### src/include/arm_settings.svh
`ifndef ARM_SETTINGS_SVH
`define ARM_SETTINGS_SVH

// Architectural register file shape
`define ARM_NUM_REGS 16

// The program counter is never tracked as a hazard
`define ARM_PC_REG 15

// Link register, written by branch-with-link
`define ARM_LR_REG 14

// Width of an instruction word, a PC and the status register
`define ARM_WORD_BITS 32

// In-flight stages that can still owe a result: execute and memory
// Once an instruction reaches writeback its result is in the register file
`define ISSUE_SB_DEPTH 2

`endif

### src/logic/arm_isa_pkg.sv
`default_nettype none

`include "arm_settings.svh"

package arm_isa_pkg;

	typedef logic [`ARM_WORD_BITS-1:0] arm_word_t;		// Instruction or PC word
	typedef logic [$clog2(`ARM_NUM_REGS)-1:0] reg_idx_t;
	typedef logic [`ARM_NUM_REGS-1:0] reg_mask_t;		// One bit per general register

	// Condition field, insn[31:28]
	typedef enum logic [3:0] {
		COND_EQ = 4'h0,
		COND_NE = 4'h1,
		COND_CS = 4'h2,
		COND_CC = 4'h3,
		COND_MI = 4'h4,
		COND_PL = 4'h5,
		COND_VS = 4'h6,
		COND_VC = 4'h7,
		COND_HI = 4'h8,
		COND_LS = 4'h9,
		COND_GE = 4'hA,
		COND_LT = 4'hB,
		COND_GT = 4'hC,
		COND_LE = 4'hD,
		COND_AL = 4'hE,
		COND_NV = 4'hF
	} cond_code_t;

	// Data-processing opcode, insn[24:21]
	typedef enum logic [3:0] {
		ALU_AND = 4'h0,
		ALU_EOR = 4'h1,
		ALU_SUB = 4'h2,
		ALU_RSB = 4'h3,
		ALU_ADD = 4'h4,
		ALU_ADC = 4'h5,
		ALU_SBC = 4'h6,
		ALU_RSC = 4'h7,
		ALU_TST = 4'h8,
		ALU_TEQ = 4'h9,
		ALU_CMP = 4'hA,
		ALU_CMN = 4'hB,
		ALU_ORR = 4'hC,
		ALU_MOV = 4'hD,
		ALU_BIC = 4'hE,
		ALU_MVN = 4'hF
	} alu_op_t;

	// Barrel shifter operation, insn[6:5]
	typedef enum logic [1:0] {
		SHIFT_LSL = 2'd0,
		SHIFT_LSR = 2'd1,
		SHIFT_ASR = 2'd2,
		SHIFT_ROR = 2'd3
	} shift_kind_t;

	// Same bit layout as the CPSR, flags in the top nibble
	typedef struct packed {
		logic n;
		logic z;
		logic c;
		logic v;
		logic [`ARM_WORD_BITS-5:0] other;	// Mode, interrupt masks and reserved bits
	} psr_flags_t;

endpackage

`default_nettype wire

### src/logic/issue_pkg.sv
`default_nettype none

package issue_pkg;

	import arm_isa_pkg::*;

	// What the decode stage presents each cycle
	typedef struct packed {
		logic bubble;		// Slot carries no instruction
		arm_word_t insn;
		arm_word_t pc;
	} issue_in_t;

	// What execute receives, registered
	typedef struct packed {
		logic bubble;
		arm_word_t insn;
		arm_word_t pc;
	} issue_out_t;

	// Resources one instruction reads and writes
	typedef struct packed {
		logic use_cpsr;
		reg_mask_t use_regs;
		logic def_cpsr;
		reg_mask_t def_regs;
	} reg_usage_t;

endpackage

`default_nettype wire

### src/logic/cond_check.sv
`timescale 1ns/10ps
`default_nettype none

module cond_check (
	input wire arm_isa_pkg::cond_code_t cond,
	input wire arm_isa_pkg::psr_flags_t flags,
	output logic cond_met
);

	import arm_isa_pkg::*;

	always_comb
	begin
		case (cond)
			COND_EQ: cond_met = flags.z;
			COND_NE: cond_met = ~flags.z;
			COND_CS: cond_met = flags.c;
			COND_CC: cond_met = ~flags.c;
			COND_MI: cond_met = flags.n;
			COND_PL: cond_met = ~flags.n;
			COND_VS: cond_met = flags.v;
			COND_VC: cond_met = ~flags.v;
			COND_HI: cond_met = flags.c & ~flags.z;		// Unsigned higher
			COND_LS: cond_met = ~flags.c | flags.z;
			COND_GE: cond_met = (flags.n == flags.v);	// Signed compares
			COND_LT: cond_met = (flags.n != flags.v);
			COND_GT: cond_met = ~flags.z & (flags.n == flags.v);
			COND_LE: cond_met = flags.z | (flags.n != flags.v);
			COND_AL: cond_met = 1'b1;
			COND_NV: cond_met = 1'b0;
			default: cond_met = 1'b0;
		endcase
	end

endmodule

`default_nettype wire

### src/logic/hazard_scoreboard.sv
`timescale 1ns/10ps
`default_nettype none

`include "arm_settings.svh"

module hazard_scoreboard (
	input wire clk,
	input wire Nrst,
	input wire advance,
	input wire record,
	input wire issue_pkg::reg_usage_t usage,
	output logic waiting_cpsr,
	output logic waiting_regs
);

	import arm_isa_pkg::*;

	localparam int DEPTH = `ISSUE_SB_DEPTH;

	// Slot 0 is execute, the last slot is memory
	logic sb_cpsr [DEPTH];
	reg_mask_t sb_regs [DEPTH];
	logic pending_cpsr;
	reg_mask_t pending_regs;

	always_ff @(posedge clk or negedge Nrst)
	begin
		if (!Nrst)
		begin
			for (int i = 0; i < DEPTH; i++)
			begin
				sb_cpsr[i] <= 1'b0;
				sb_regs[i] <= '0;
			end
		end
		else if (advance)
		begin
			for (int i = DEPTH - 1; i > 0; i--)
			begin
				sb_cpsr[i] <= sb_cpsr[i-1];
				sb_regs[i] <= sb_regs[i-1];
			end
			sb_cpsr[0] <= record ? usage.def_cpsr : 1'b0;	// An unissued slot owes nothing
			sb_regs[0] <= record ? usage.def_regs : '0;
		end
	end

	// Anything still owed by execute or memory
	always_comb
	begin
		pending_cpsr = 1'b0;
		pending_regs = '0;
		for (int i = 0; i < DEPTH; i++)
		begin
			pending_cpsr = pending_cpsr | sb_cpsr[i];
			pending_regs = pending_regs | sb_regs[i];
		end
	end

	assign waiting_cpsr = usage.use_cpsr & pending_cpsr;
	assign waiting_regs = |(usage.use_regs & pending_regs);

endmodule

`default_nettype wire

### src/logic/insn_classifier.sv
`timescale 1ns/10ps
`default_nettype none

`include "arm_settings.svh"

module insn_classifier (
	input wire arm_isa_pkg::arm_word_t insn,
	output issue_pkg::reg_usage_t usage
);

	import arm_isa_pkg::*;

	// Instruction classes, matched in this order since several overlap the ALU space
	localparam arm_word_t DEC_MULT      = 32'b????_0000_00??_????_????_????_1001_????;
	localparam arm_word_t DEC_MRS       = 32'b????_0001_0?00_1111_????_0000_0000_0000;
	localparam arm_word_t DEC_MSR       = 32'b????_0001_0?10_1001_1111_0000_0000_????;
	localparam arm_word_t DEC_MSR_FLAGS = 32'b????_00?1_0?10_1000_1111_????_????_????;
	localparam arm_word_t DEC_SWP       = 32'b????_0001_0?00_????_????_0000_1001_????;
	localparam arm_word_t DEC_BX        = 32'b????_0001_0010_1111_1111_1111_0001_????;
	localparam arm_word_t DEC_HDATA_REG = 32'b????_000?_?0??_????_????_0000_1??1_????;
	localparam arm_word_t DEC_HDATA_IMM = 32'b????_000?_?1??_????_????_????_1??1_????;
	localparam arm_word_t DEC_ALU       = 32'b????_00??_????_????_????_????_????_????;
	localparam arm_word_t DEC_UNDEF     = 32'b????_011?_????_????_????_????_???1_????;
	localparam arm_word_t DEC_LDRSTR    = 32'b????_01??_????_????_????_????_????_????;
	localparam arm_word_t DEC_LDMSTM    = 32'b????_100?_????_????_????_????_????_????;
	localparam arm_word_t DEC_BRANCH    = 32'b????_101?_????_????_????_????_????_????;
	localparam arm_word_t DEC_LDCSTC    = 32'b????_110?_????_????_????_????_????_????;
	localparam arm_word_t DEC_CDP       = 32'b????_1110_????_????_????_????_???0_????;
	localparam arm_word_t DEC_MRCMCR    = 32'b????_1110_????_????_????_????_???1_????;
	localparam arm_word_t DEC_SWI       = 32'b????_1111_????_????_????_????_????_????;

	localparam reg_mask_t PC_MASK = reg_mask_t'(1) << `ARM_PC_REG;

	reg_idx_t rn;
	reg_idx_t rd;
	reg_idx_t rs;
	reg_idx_t rm;
	reg_idx_t rd_mul;
	reg_idx_t rn_mul;
	cond_code_t cond;
	alu_op_t alu_op;
	shift_kind_t shift_kind;
	reg_mask_t reg_list;
	logic cond_used;
	logic shift_uses_carry;
	logic base_wb;

	// R15 is dropped from every mask here
	function automatic reg_mask_t reg_bit(input reg_idx_t r);
		return (reg_mask_t'(1) << r) & ~PC_MASK;
	endfunction

	assign rn = insn[19:16];
	assign rd = insn[15:12];
	assign rs = insn[11:8];
	assign rm = insn[3:0];
	assign rd_mul = insn[19:16];	// Multiply swaps the Rd and Rn fields
	assign rn_mul = insn[15:12];
	assign cond = cond_code_t'(insn[31:28]);
	assign alu_op = alu_op_t'(insn[24:21]);
	assign shift_kind = shift_kind_t'(insn[6:5]);
	assign reg_list = reg_mask_t'(insn[`ARM_NUM_REGS-1:0]) & ~PC_MASK;
	assign cond_used = (cond != COND_AL);

	// Immediate LSL #0 passes the carry through, ROR #0 is RRX
	assign shift_uses_carry = ~insn[4] && (insn[11:7] == 5'd0) &&
		(shift_kind == SHIFT_LSL || shift_kind == SHIFT_ROR);

	// Post-indexed transfers always write the base back
	assign base_wb = insn[21] | ~insn[24];

	always_comb
	begin
		usage = '0;
		usage.use_cpsr = cond_used;	// Most classes read the flags only for the condition
		casez (insn)
			DEC_MULT:
			begin
				usage.use_regs = reg_bit(rs) | reg_bit(rm) | (insn[21] ? reg_bit(rn_mul) : '0);
				usage.def_cpsr = insn[20];
				usage.def_regs = reg_bit(rd_mul);
			end
			DEC_MRS:
			begin
				usage.use_cpsr = cond_used | ~insn[22];	// Source is the CPSR rather than the SPSR
				usage.def_regs = reg_bit(rd);
			end
			DEC_MSR:
			begin
				usage.use_regs = reg_bit(rm);
				usage.def_cpsr = 1'b1;
			end
			DEC_MSR_FLAGS:
			begin
				usage.use_regs = insn[25] ? '0 : reg_bit(rm);
				usage.def_cpsr = 1'b1;
			end
			DEC_SWP:
			begin
				usage.use_regs = reg_bit(rn) | reg_bit(rm);
				usage.def_regs = reg_bit(rd);
			end
			DEC_BX:
				usage.use_regs = reg_bit(rm);
			DEC_HDATA_REG:
			begin
				usage.use_regs = reg_bit(rn) | reg_bit(rm) | (insn[20] ? '0 : reg_bit(rd));
				usage.def_regs = (insn[20] ? reg_bit(rd) : '0) | (base_wb ? reg_bit(rn) : '0);
			end
			DEC_HDATA_IMM:
			begin
				usage.use_regs = reg_bit(rn) | (insn[20] ? '0 : reg_bit(rd));
				usage.def_regs = (insn[20] ? reg_bit(rd) : '0) | (base_wb ? reg_bit(rn) : '0);
			end
			DEC_ALU:
			begin
				// The carry-in opcodes always consume C
				usage.use_cpsr = cond_used | (~insn[25] & shift_uses_carry) |
					(alu_op inside {ALU_ADC, ALU_SBC, ALU_RSC});
				if (~insn[25])
					usage.use_regs = reg_bit(rm) | (insn[4] ? reg_bit(rs) : '0);
				if (alu_op != ALU_MOV && alu_op != ALU_MVN)
					usage.use_regs |= reg_bit(rn);
				usage.def_cpsr = insn[20];
				if (!(alu_op inside {ALU_TST, ALU_TEQ, ALU_CMP, ALU_CMN}))
					usage.def_regs = reg_bit(rd);
			end
			DEC_UNDEF:
				usage.use_cpsr = 1'b0;	// Traps, nothing to wait for
			DEC_LDRSTR:
			begin
				// Here bit 25 set means a register offset
				usage.use_regs = reg_bit(rn) | (insn[25] ? reg_bit(rm) : '0) |
					(insn[20] ? '0 : reg_bit(rd));
				usage.def_regs = (insn[20] ? reg_bit(rd) : '0) | (base_wb ? reg_bit(rn) : '0);
			end
			DEC_LDMSTM:
			begin
				usage.use_regs = reg_bit(rn) | (insn[20] ? '0 : reg_list);
				// Load with S and R15 in the list restores the CPSR
				usage.def_cpsr = insn[22] & insn[20] & insn[`ARM_PC_REG];
				usage.def_regs = (insn[21] ? reg_bit(rn) : '0) | (insn[20] ? reg_list : '0);
			end
			DEC_BRANCH:
				usage.def_regs = insn[24] ? reg_bit(reg_idx_t'(`ARM_LR_REG)) : '0;
			DEC_LDCSTC:
			begin
				usage.use_regs = reg_bit(rn);
				usage.def_regs = insn[21] ? reg_bit(rn) : '0;
			end
			DEC_CDP:
				usage.use_regs = '0;	// Works only on coprocessor registers
			DEC_MRCMCR:
			begin
				usage.use_regs = insn[20] ? '0 : reg_bit(rd);
				usage.def_regs = insn[20] ? reg_bit(rd) : '0;
			end
			DEC_SWI:
				usage.def_regs = '0;
			default:
				usage = '0;
		endcase
	end

endmodule

`default_nettype wire

### src/logic/issue_stage.sv
`timescale 1ns/10ps
`default_nettype none

module issue_stage (
	input wire clk,
	input wire Nrst,
	input wire stall,			// Downstream is not taking anything
	input wire flush,
	input wire issue_pkg::issue_in_t in,
	input wire arm_isa_pkg::psr_flags_t cpsr,
	output logic out_stall,		// Freezes the decode stage
	output issue_pkg::issue_out_t out
);

	import arm_isa_pkg::*;
	import issue_pkg::*;

	reg_usage_t usage;
	cond_code_t insn_cond;
	logic cond_met;
	logic waiting_cpsr;
	logic waiting_regs;
	logic waiting;
	logic issue_ok;
	logic delayed_flush;
	logic out_bubble;
	arm_word_t out_insn;
	arm_word_t out_pc;

	assign insn_cond = cond_code_t'(in.insn[31:28]);

	insn_classifier u_classifier (
		.insn(in.insn),
		.usage(usage)
	);

	cond_check u_cond_check (
		.cond(insn_cond),
		.flags(cpsr),
		.cond_met(cond_met)
	);

	// In-flight results move on whenever downstream moves
	hazard_scoreboard u_scoreboard (
		.clk(clk),
		.Nrst(Nrst),
		.advance(~stall),
		.record(issue_ok),
		.usage(usage),
		.waiting_cpsr(waiting_cpsr),
		.waiting_regs(waiting_regs)
	);

	assign waiting = waiting_cpsr | waiting_regs;

	// A flushed instruction is thrown away, so it has nothing to wait for
	assign out_stall = stall | (waiting & ~in.bubble & ~flush);

	// A failed condition goes down the pipe as a bubble and owes no result
	assign issue_ok = ~in.bubble & ~waiting & cond_met;

	// Remembers a flush that could not be applied while the stage was held
	always_ff @(posedge clk or negedge Nrst)
	begin
		if (!Nrst)
			delayed_flush <= 1'b0;
		else if (flush && out_stall)
			delayed_flush <= 1'b1;
		else if (!out_stall)
			delayed_flush <= 1'b0;	// Consumed by this issue
	end

	always_ff @(posedge clk or negedge Nrst)
	begin
		if (!Nrst)
			out_bubble <= 1'b1;
		else if (!stall)
			out_bubble <= ~issue_ok | flush | delayed_flush;
	end

	always_ff @(posedge clk)
	begin
		if (!stall)
		begin
			out_insn <= in.insn;
			out_pc <= in.pc;
		end
	end

	assign out = '{bubble: out_bubble, insn: out_insn, pc: out_pc};

endmodule

`default_nettype wire
### config.mk
export PLATFORM = sky130hd
export DESIGN_NAME = issue_stage
export DESIGN_NICKNAME = d
export VERILOG_FILES = /design/src/logic/arm_isa_pkg.sv /design/src/logic/issue_pkg.sv /design/src/logic/cond_check.sv /design/src/logic/hazard_scoreboard.sv /design/src/logic/insn_classifier.sv /design/src/logic/issue_stage.sv
export VERILOG_INCLUDE_DIRS = /design/src /design/src/include
export SDC_FILE = /design/constraint.sdc
export NUM_CORES = 1
export LEC_CHECK = 0
export BUFFER_PORTS_ARGS = -buffer_cell sky130_fd_sc_hd__buf_2
export CELL_PAD_IN_SITES_DETAIL_PLACEMENT = 1
export CELL_PAD_IN_SITES_GLOBAL_PLACEMENT = 2
export CORE_MARGIN = 2
export CORE_UTILIZATION = 32
export DETAILED_ROUTE_END_ITERATION = 6
export GPL_TIMING_DRIVEN = 1
export PLACE_DENSITY_LB_ADDON = 0.08
export SLEW_MARGIN = 0
export SYNTH_ARGS = -nofsm -noshare
export SYNTH_HDL_FRONTEND = slang
export SYNTH_SLANG_ARGS = --single-unit
### constraint.sdc
create_clock -name clk -period 3.8 [get_ports clk]
set_input_delay 0.57 -clock clk [delete_from_list [all_inputs] [get_ports clk]]
set_output_delay 0.57 -clock clk [all_outputs]
set_load 0.01 [all_outputs]
== Word level (Yosys, flattened, before mapping) ==
Index checks and enable logic that the tools add are counted.

* Output and inout bits: 66
* Input port bits: 101
* Flip-flop bits (word level): 100
* Logic and storage cells: 159

* Muxes and demuxes: 37
* Bitwise logic cells: 47
* Eq/ne operators: 43
* Shifts and indexed selects: 4
* Reduce and logical (&&, ||, !) cells: 20

{| class="wikitable"
|+ Operator list
! operator !! number
|-
| $mux W15 || 12
|-
| $pmux W16 S5 || 2
|-
| $mux W16 || 7
|-
| $pmux W16 S2 || 3
|-
| $or A15 B16 Y16 || 5
|-
| $or A16 B16 Y16 || 4
|-
| $pmux W16 S4 || 1
|-
| $shl A1 B4 Y15 const A || 4
|-
| $eq A4 B4 Y1 const B || 12
|-
| $pmux W16 S3 || 1
|-
| $eq A23 B20 Y1 const B || 2
|-
| $eq A4 B3 Y1 const B || 8
|-
| $or A16 B15 Y16 || 2
|-
| $or A15 B15 Y15 || 2
|-
| $eq A24 B21 Y1 const B || 1
|-
| $and A16 B16 Y16 || 1
|-
| $pmux W1 S16 || 1
|-
| $reduce_or A16 Y1 || 1
|-
| $eq A15 B12 Y1 const B || 1
|-
| $eq A14 B12 Y1 const B || 1
|-
| $ne A4 B4 Y1 const B || 3
|-
| $not A1 Y1 || 12
|-
| $or A1 B1 Y1 || 11
|-
| $and A1 B1 Y1 || 10
|-
| other kinds (26) || 44
|}

== Longest topological paths before layout ==
* Depth in word-level cells: 21
* Depth in mapped cells: 13
* Depth with buffers taken out: 9

== By module ==
From an unflattened synthesis, not the netlist that was laid out.

* Cells, all modules: 843
* Area, all modules: 7175.6 µm²

{| class="wikitable"
|+ Modules (own cells, without submodules)
! module !! area each (µm²) !! cells each !! times used
|-
| insn_classifier || 3530.9 || 613 || 1
|-
| issue_stage || 2050.7 || 75 || 1
|-
| hazard_scoreboard || 1438.9 || 132 || 1
|-
| cond_check || 155.1 || 23 || 1
|}

== Least setup slack after synthesis ==
Ideal clock, no wire load.

* Kind: input port to output port
* Start: input in[41] in the netlist's numbering
* End: output out_stall
* Slack: 0.159 ns
* Required time: 3.230 ns
* Arrival: 3.071 ns
* Stages: 12
* Path buffers: 3
* Cells stage by stage: buf_2 or4_4 buf_6 a211oi_4 buf_6 a31oi_1 o31ai_1 o2111ai_1 or4_1 nor3_2 nor4b_1 or2_2

* Longest elaborated chain between the ends: 18
* Elaborated cells between the ends (all ways): 41
* Classes of those cells: eq/ne: 5; shift: 1; mux: 14; bitwise: 14; reduce/logical: 7

{| class="wikitable"
|+ Ends and longest elaborated chain
! element !! line !! text
|-
| start: declaration || issue_stage.sv:9 || <nowiki>input wire issue_pkg::issue_in_t in,</nowiki>
|-
| $shl A1 B4 Y15 || insn_classifier.sv:50 || <nowiki>return (reg_mask_t'(1) << r) & ~PC_MASK;</nowiki>
|-
| $mux W15 || insn_classifier.sv:121 || <nowiki>usage.use_regs = reg_bit(rm) | (insn[4] ? reg_bit(rs) : '0);</nowiki>
|-
| $or A15 B16 Y16 || insn_classifier.sv:121 ||
|-
| $mux W16 || insn_classifier.sv:120 || <nowiki>if (~insn[25])</nowiki>
|-
| $mux W16 (3 in series) || insn_classifier.sv:76 || <nowiki>casez (insn)</nowiki>
|-
| $or A16 B15 Y16 || insn_classifier.sv:123 || <nowiki>usage.use_regs |= reg_bit(rn);</nowiki>
|-
| $mux W16 || insn_classifier.sv:122 || <nowiki>if (alu_op != ALU_MOV && alu_op != ALU_MVN)</nowiki>
|-
| $pmux W16 S2 (2 in series) || insn_classifier.sv:76 ||
|-
| $pmux W16 S5 || insn_classifier.sv:76 ||
|-
| $and A16 B16 Y16 || hazard_scoreboard.sv:61 || <nowiki>assign waiting_regs = |(usage.use_regs & pending_regs);</nowiki>
|-
| $reduce_or A16 Y1 || hazard_scoreboard.sv:61 ||
|-
| $or A1 B1 Y1 (*) || issue_stage.sv:54 || <nowiki>assign waiting = waiting_cpsr | waiting_regs;</nowiki>
|-
| $and A1 B1 Y1 (*) (2 in series) || issue_stage.sv:57 || <nowiki>assign out_stall = stall | (waiting & ~in.bubble & ~flush);</nowiki>
|-
| $or A1 B1 Y1 (*) || issue_stage.sv:57 ||
|-
| end: declaration || issue_stage.sv:11 || <nowiki>output logic out_stall,</nowiki>
|}

Every way passes the cells marked *; elsewhere a longest branch is shown, timed or not. The select of a mux whose other input is x is not followed.

== Worst setup path after layout ==
* Start: input in[59] in the netlist's numbering
* End: output out_stall

* Longest elaborated chain between the ends: 11
* Elaborated cells between the ends (all ways): 31
* Classes of those cells: eq/ne: 13; mux: 7; bitwise: 6; reduce/logical: 5

{| class="wikitable"
|+ Ends and longest elaborated chain
! element !! line
|-
| $eq A5 B5 Y1 (tied with other cells) || insn_classifier.sv:76
|-
| $pmux W16 S4 || insn_classifier.sv:76
|-
| $pmux W16 S2 (2 in series) || insn_classifier.sv:76
|-
| $pmux W16 S5 || insn_classifier.sv:76
|-
| $and A16 B16 Y16 || hazard_scoreboard.sv:61
|-
| $reduce_or A16 Y1 || hazard_scoreboard.sv:61
|-
| $or A1 B1 Y1 (*) || issue_stage.sv:54
|-
| $and A1 B1 Y1 (*) (2 in series) || issue_stage.sv:57
|-
| $or A1 B1 Y1 (*) || issue_stage.sv:57
|}

Every way passes the cells marked *; elsewhere a longest branch is shown, timed or not.

==> results.yml <==
setup_path:
  cp_max_fo: 8
  rr_worst_depth: 20
  cp-end-kind: "output port"
  critical_path_required_ps: 3230
  crit_chain: "buf_2, buf_4, nor2b_1, nand2_1, buf_4, buf_4, a21o_1, a21boi_0, o31ai_1, o221ai_1, nor3_4, nor4b_2, or2_4, buf_2"
  crit_type: "input port to output port"
  crit_slowest_cell: "nor2b_1"
  start_kind: "input port"
  crit_top_cell: "buf_4"
  slowest_delay_ps: 500
  crit_arrival_ps: 3370
finish:
  drive_above_1_share: 0.451
  utilization: 0.490
  nNetsFinal: 1219
  syn_to_final_growth_pct: 49.6
  final_cell_area_um2: 10300
  num-fill-cells: 2490
  diodes: 0
sta:
  worst_pin_slew_ps: 878
  fin_tns_setup_ps: -140
  whs_ps: 273
  fin_skew_ps: 8.70
  min_period_over_period: 1.04
  hold_viol_final: 0
  maxSlewHeadroom: 0.407
  rsz0062_at_grt: "yes"
  finalSetupViolCount: 1
  fmaxAchievable_mhz: 254
  fin_crit_ps: 3940
  finalMaxSlewViolations: 0
  finalWorstSetupSlack_ps: -140
power_and_ir_drop:
  power_density_nw_per_um2: 289
  peakVddDrop_mv: 0.196
  p_total_mw: 2.99
  p_leak_nw: 4.29
grt:
  grtUsageTotal: 0.346
  grt_pass1_vias: 8768
  grt_pass1_wl_um: 57000
  grt_start_max_net_pins: 66
  grt_overflow: 0
  antenna_found_initial: 1
status:
  violations: "setup timing"
  run_status: "complete, but fails checks"
place:
  post-dp-hpwl_um: 30900
  io_buffers: 138
  gp_congestion: 0.976
  placed_cell_area_um2: 9700
synth:
  synth_cell_type_count: 77
  synth_top_area_share: 0.278
  synth.net_count: 871
  async_reset_ff_frac: 0.347
  synth_area_um2: 6910
  avgSynthCellArea_um2: 8.97
  synth-edff-count: 64
  ys_ff_latch: 98
  netlist_top_cells_area: "edfxtp_1 28%, dfrtp_1 12%, nand2_1 4.2%"
  synth_ff_type: "edfxtp_1"
  yosys_warnings: 0
  synthCells: 770
  synth_top_cell_by_area: "edfxtp_1"
  ys_seq_area_frac: 0.402
clocking:
  cts-root-buf: "clkbuf_16"
  cts_buffer_depth: 2
  ctsHoldBuffers: 0
  cts.sinks: 98
  numCtsBuffers: 9
  htreeDepth: 3
  cts.clk_slew.worst_paths_ps: 80
  cts_tree: "yes"
  clock_latency_ps: 370
floorplanning:
  ioPinCount: 167
  dieArea_um2: 22800
  core_area_um2: 21100
  rows: 53
  die_x_um: 151
  die_y_um: 151
  initial_core_util: 0.327
route:
  viasPerCell: 6.17
  ant_nets: 0
  vias: 8626
  route.final.wire_length_um: 39300
  drt-initial-drc-count: 718
  wl_per_cell_um: 28.1
  drc_errors: 0
  dr.pass1.iters: 5
job:
  drv_cap: 0
min_path:
  min_path_type: "input port to async pin"
-- cell type report --
type	count	area (µm²)	area share
inverter	10	37.5	0.00363
clock buffer	10	250	0.0242
sequential	98	2770	0.268
multi-input combinational	583	3960	0.383
timing repair buffer	416	2900	0.281
tap	275	344	0.0333
clock inverter	6	66.3	0.00642
-- synth_stat cells, drive strengths merged (8+ instances only) --
master  number
nor2        53
mux2        16
nor3        17
or2          8
a31oi       16
nor4b        9
buf         10
nand2       78
nor4        11
a22oi       12
edfxtp      64
o211ai       8
dfrtp       33
a32oi       20
a221oi      12
a211oi       8
o221ai      13
o31ai        8
o21ai       57
nor4bb      10
nor3b        8
nand4b       8
nand4       15
inv         10
o22ai       16
a21oi       37
nand3       24
clkbuf      69
nor2b       19
-- path summary, 6_finish.rpt --
check / start / endpoint / slack [ps]
setup / recovery: in[59] / out_stall / -140
hold / removal: Nrst / delayed_flush$_DFFE_PN0P_ / 270
setup reg to reg: u_scoreboard.sb_regs[10]$_DFFE_PN0N_ / delayed_flush$_DFFE_PN0P_ / 40
hold reg to reg: u_scoreboard.sb_regs[14]$_DFFE_PN0N_ / u_scoreboard.sb_regs[14]$_DFFE_PN0N_ / 520
max in group asynchronous: Nrst / u_scoreboard.sb_regs[21]$_DFFE_PN0N_ / 3010
min in group clk: in[5] / out_pc[5]$_DFFE_PN_ / 370
-- critical path: cells and delay by family --
family                 cells  cell delay (ps)
and+or+nand+nor            5             1220
buffers and inverters      5              800
AOI/OAI and AO/OA          4              780
-- layer usage --
metal	part of all wire	wire [µm]	vias up	global-route usage
li1	-	-	3732	-
met1	0.42	16400	4288	0.441
met2	0.45	17500	467	0.543
met3	0.070	2750	137	0.0630
met4	0.068	2680	2	0.215
met5	0.00033	13	-	0
-- logic make-up (layout without fill, tap and decap cells) --
logic type,after synthesis,in the layout,share of synthesized area
AO/OA/AOI/OAI,256,256,0.265
XOR/XNOR,4,4,0.00507
buffers and inverters,89,442,0.0538
flip-flops,98,98,0.402
multiplexers,17,17,0.0275
AND/OR/NAND/NOR,306,306,0.247
-- cell usage in the layout, fill, tap and decap left out, drive strengths merged, types with 8 or more instances in the layout --
cell / n
buf: 414
nand2: 78
edfxtp: 64
o21ai: 57
nor2: 53
a21oi: 37
dfrtp: 33
nand3: 24
a32oi: 20
nor2b: 19
nor3: 17
a31oi: 16
o22ai: 16
mux2: 16
nand4: 15
o221ai: 13
inv: 13
a22oi: 12
a221oi: 12
clkbuf: 12
nor4: 11
nor4bb: 10
nor4b: 9
nand4b: 8
a211oi: 8
o211ai: 8
or2: 8
nor3b: 8
o31ai: 8
-- state kept, by name, indices dropped and copies added (netlist names) --
| register | flops |
|---|---|
| delayed_flush | 1 |
| out_bubble | 1 |
| out_insn | 32 |
| out_pc | 32 |
| u_scoreboard.sb_cpsr | 2 |
| u_scoreboard.sb_regs | 30 |
-- repair_timing --
action | in CTS | in global routing
setup endpoints to repair | 1 | 2
pin swaps | 11 | 7
cloned | 1 | 0
resized for setup | 22 | 21
setup buffers | 13 | 2
-- stage by stage --
stage,cells,setup WS (ps)
floorplan,770,159
global placement,1367,-416
detailed placement,1367,-461
CTS,1397,-130
global route,1398,-238
finish,1398,-140
-- power by group --
part           total [mW]  internal [mW]  switching [mW]
clock network       0.994          0.506           0.488
logic               0.762          0.315           0.447
registers            1.23           1.21          0.0207
total                2.99           2.03           0.955
(Power assumes the default switching activity.)
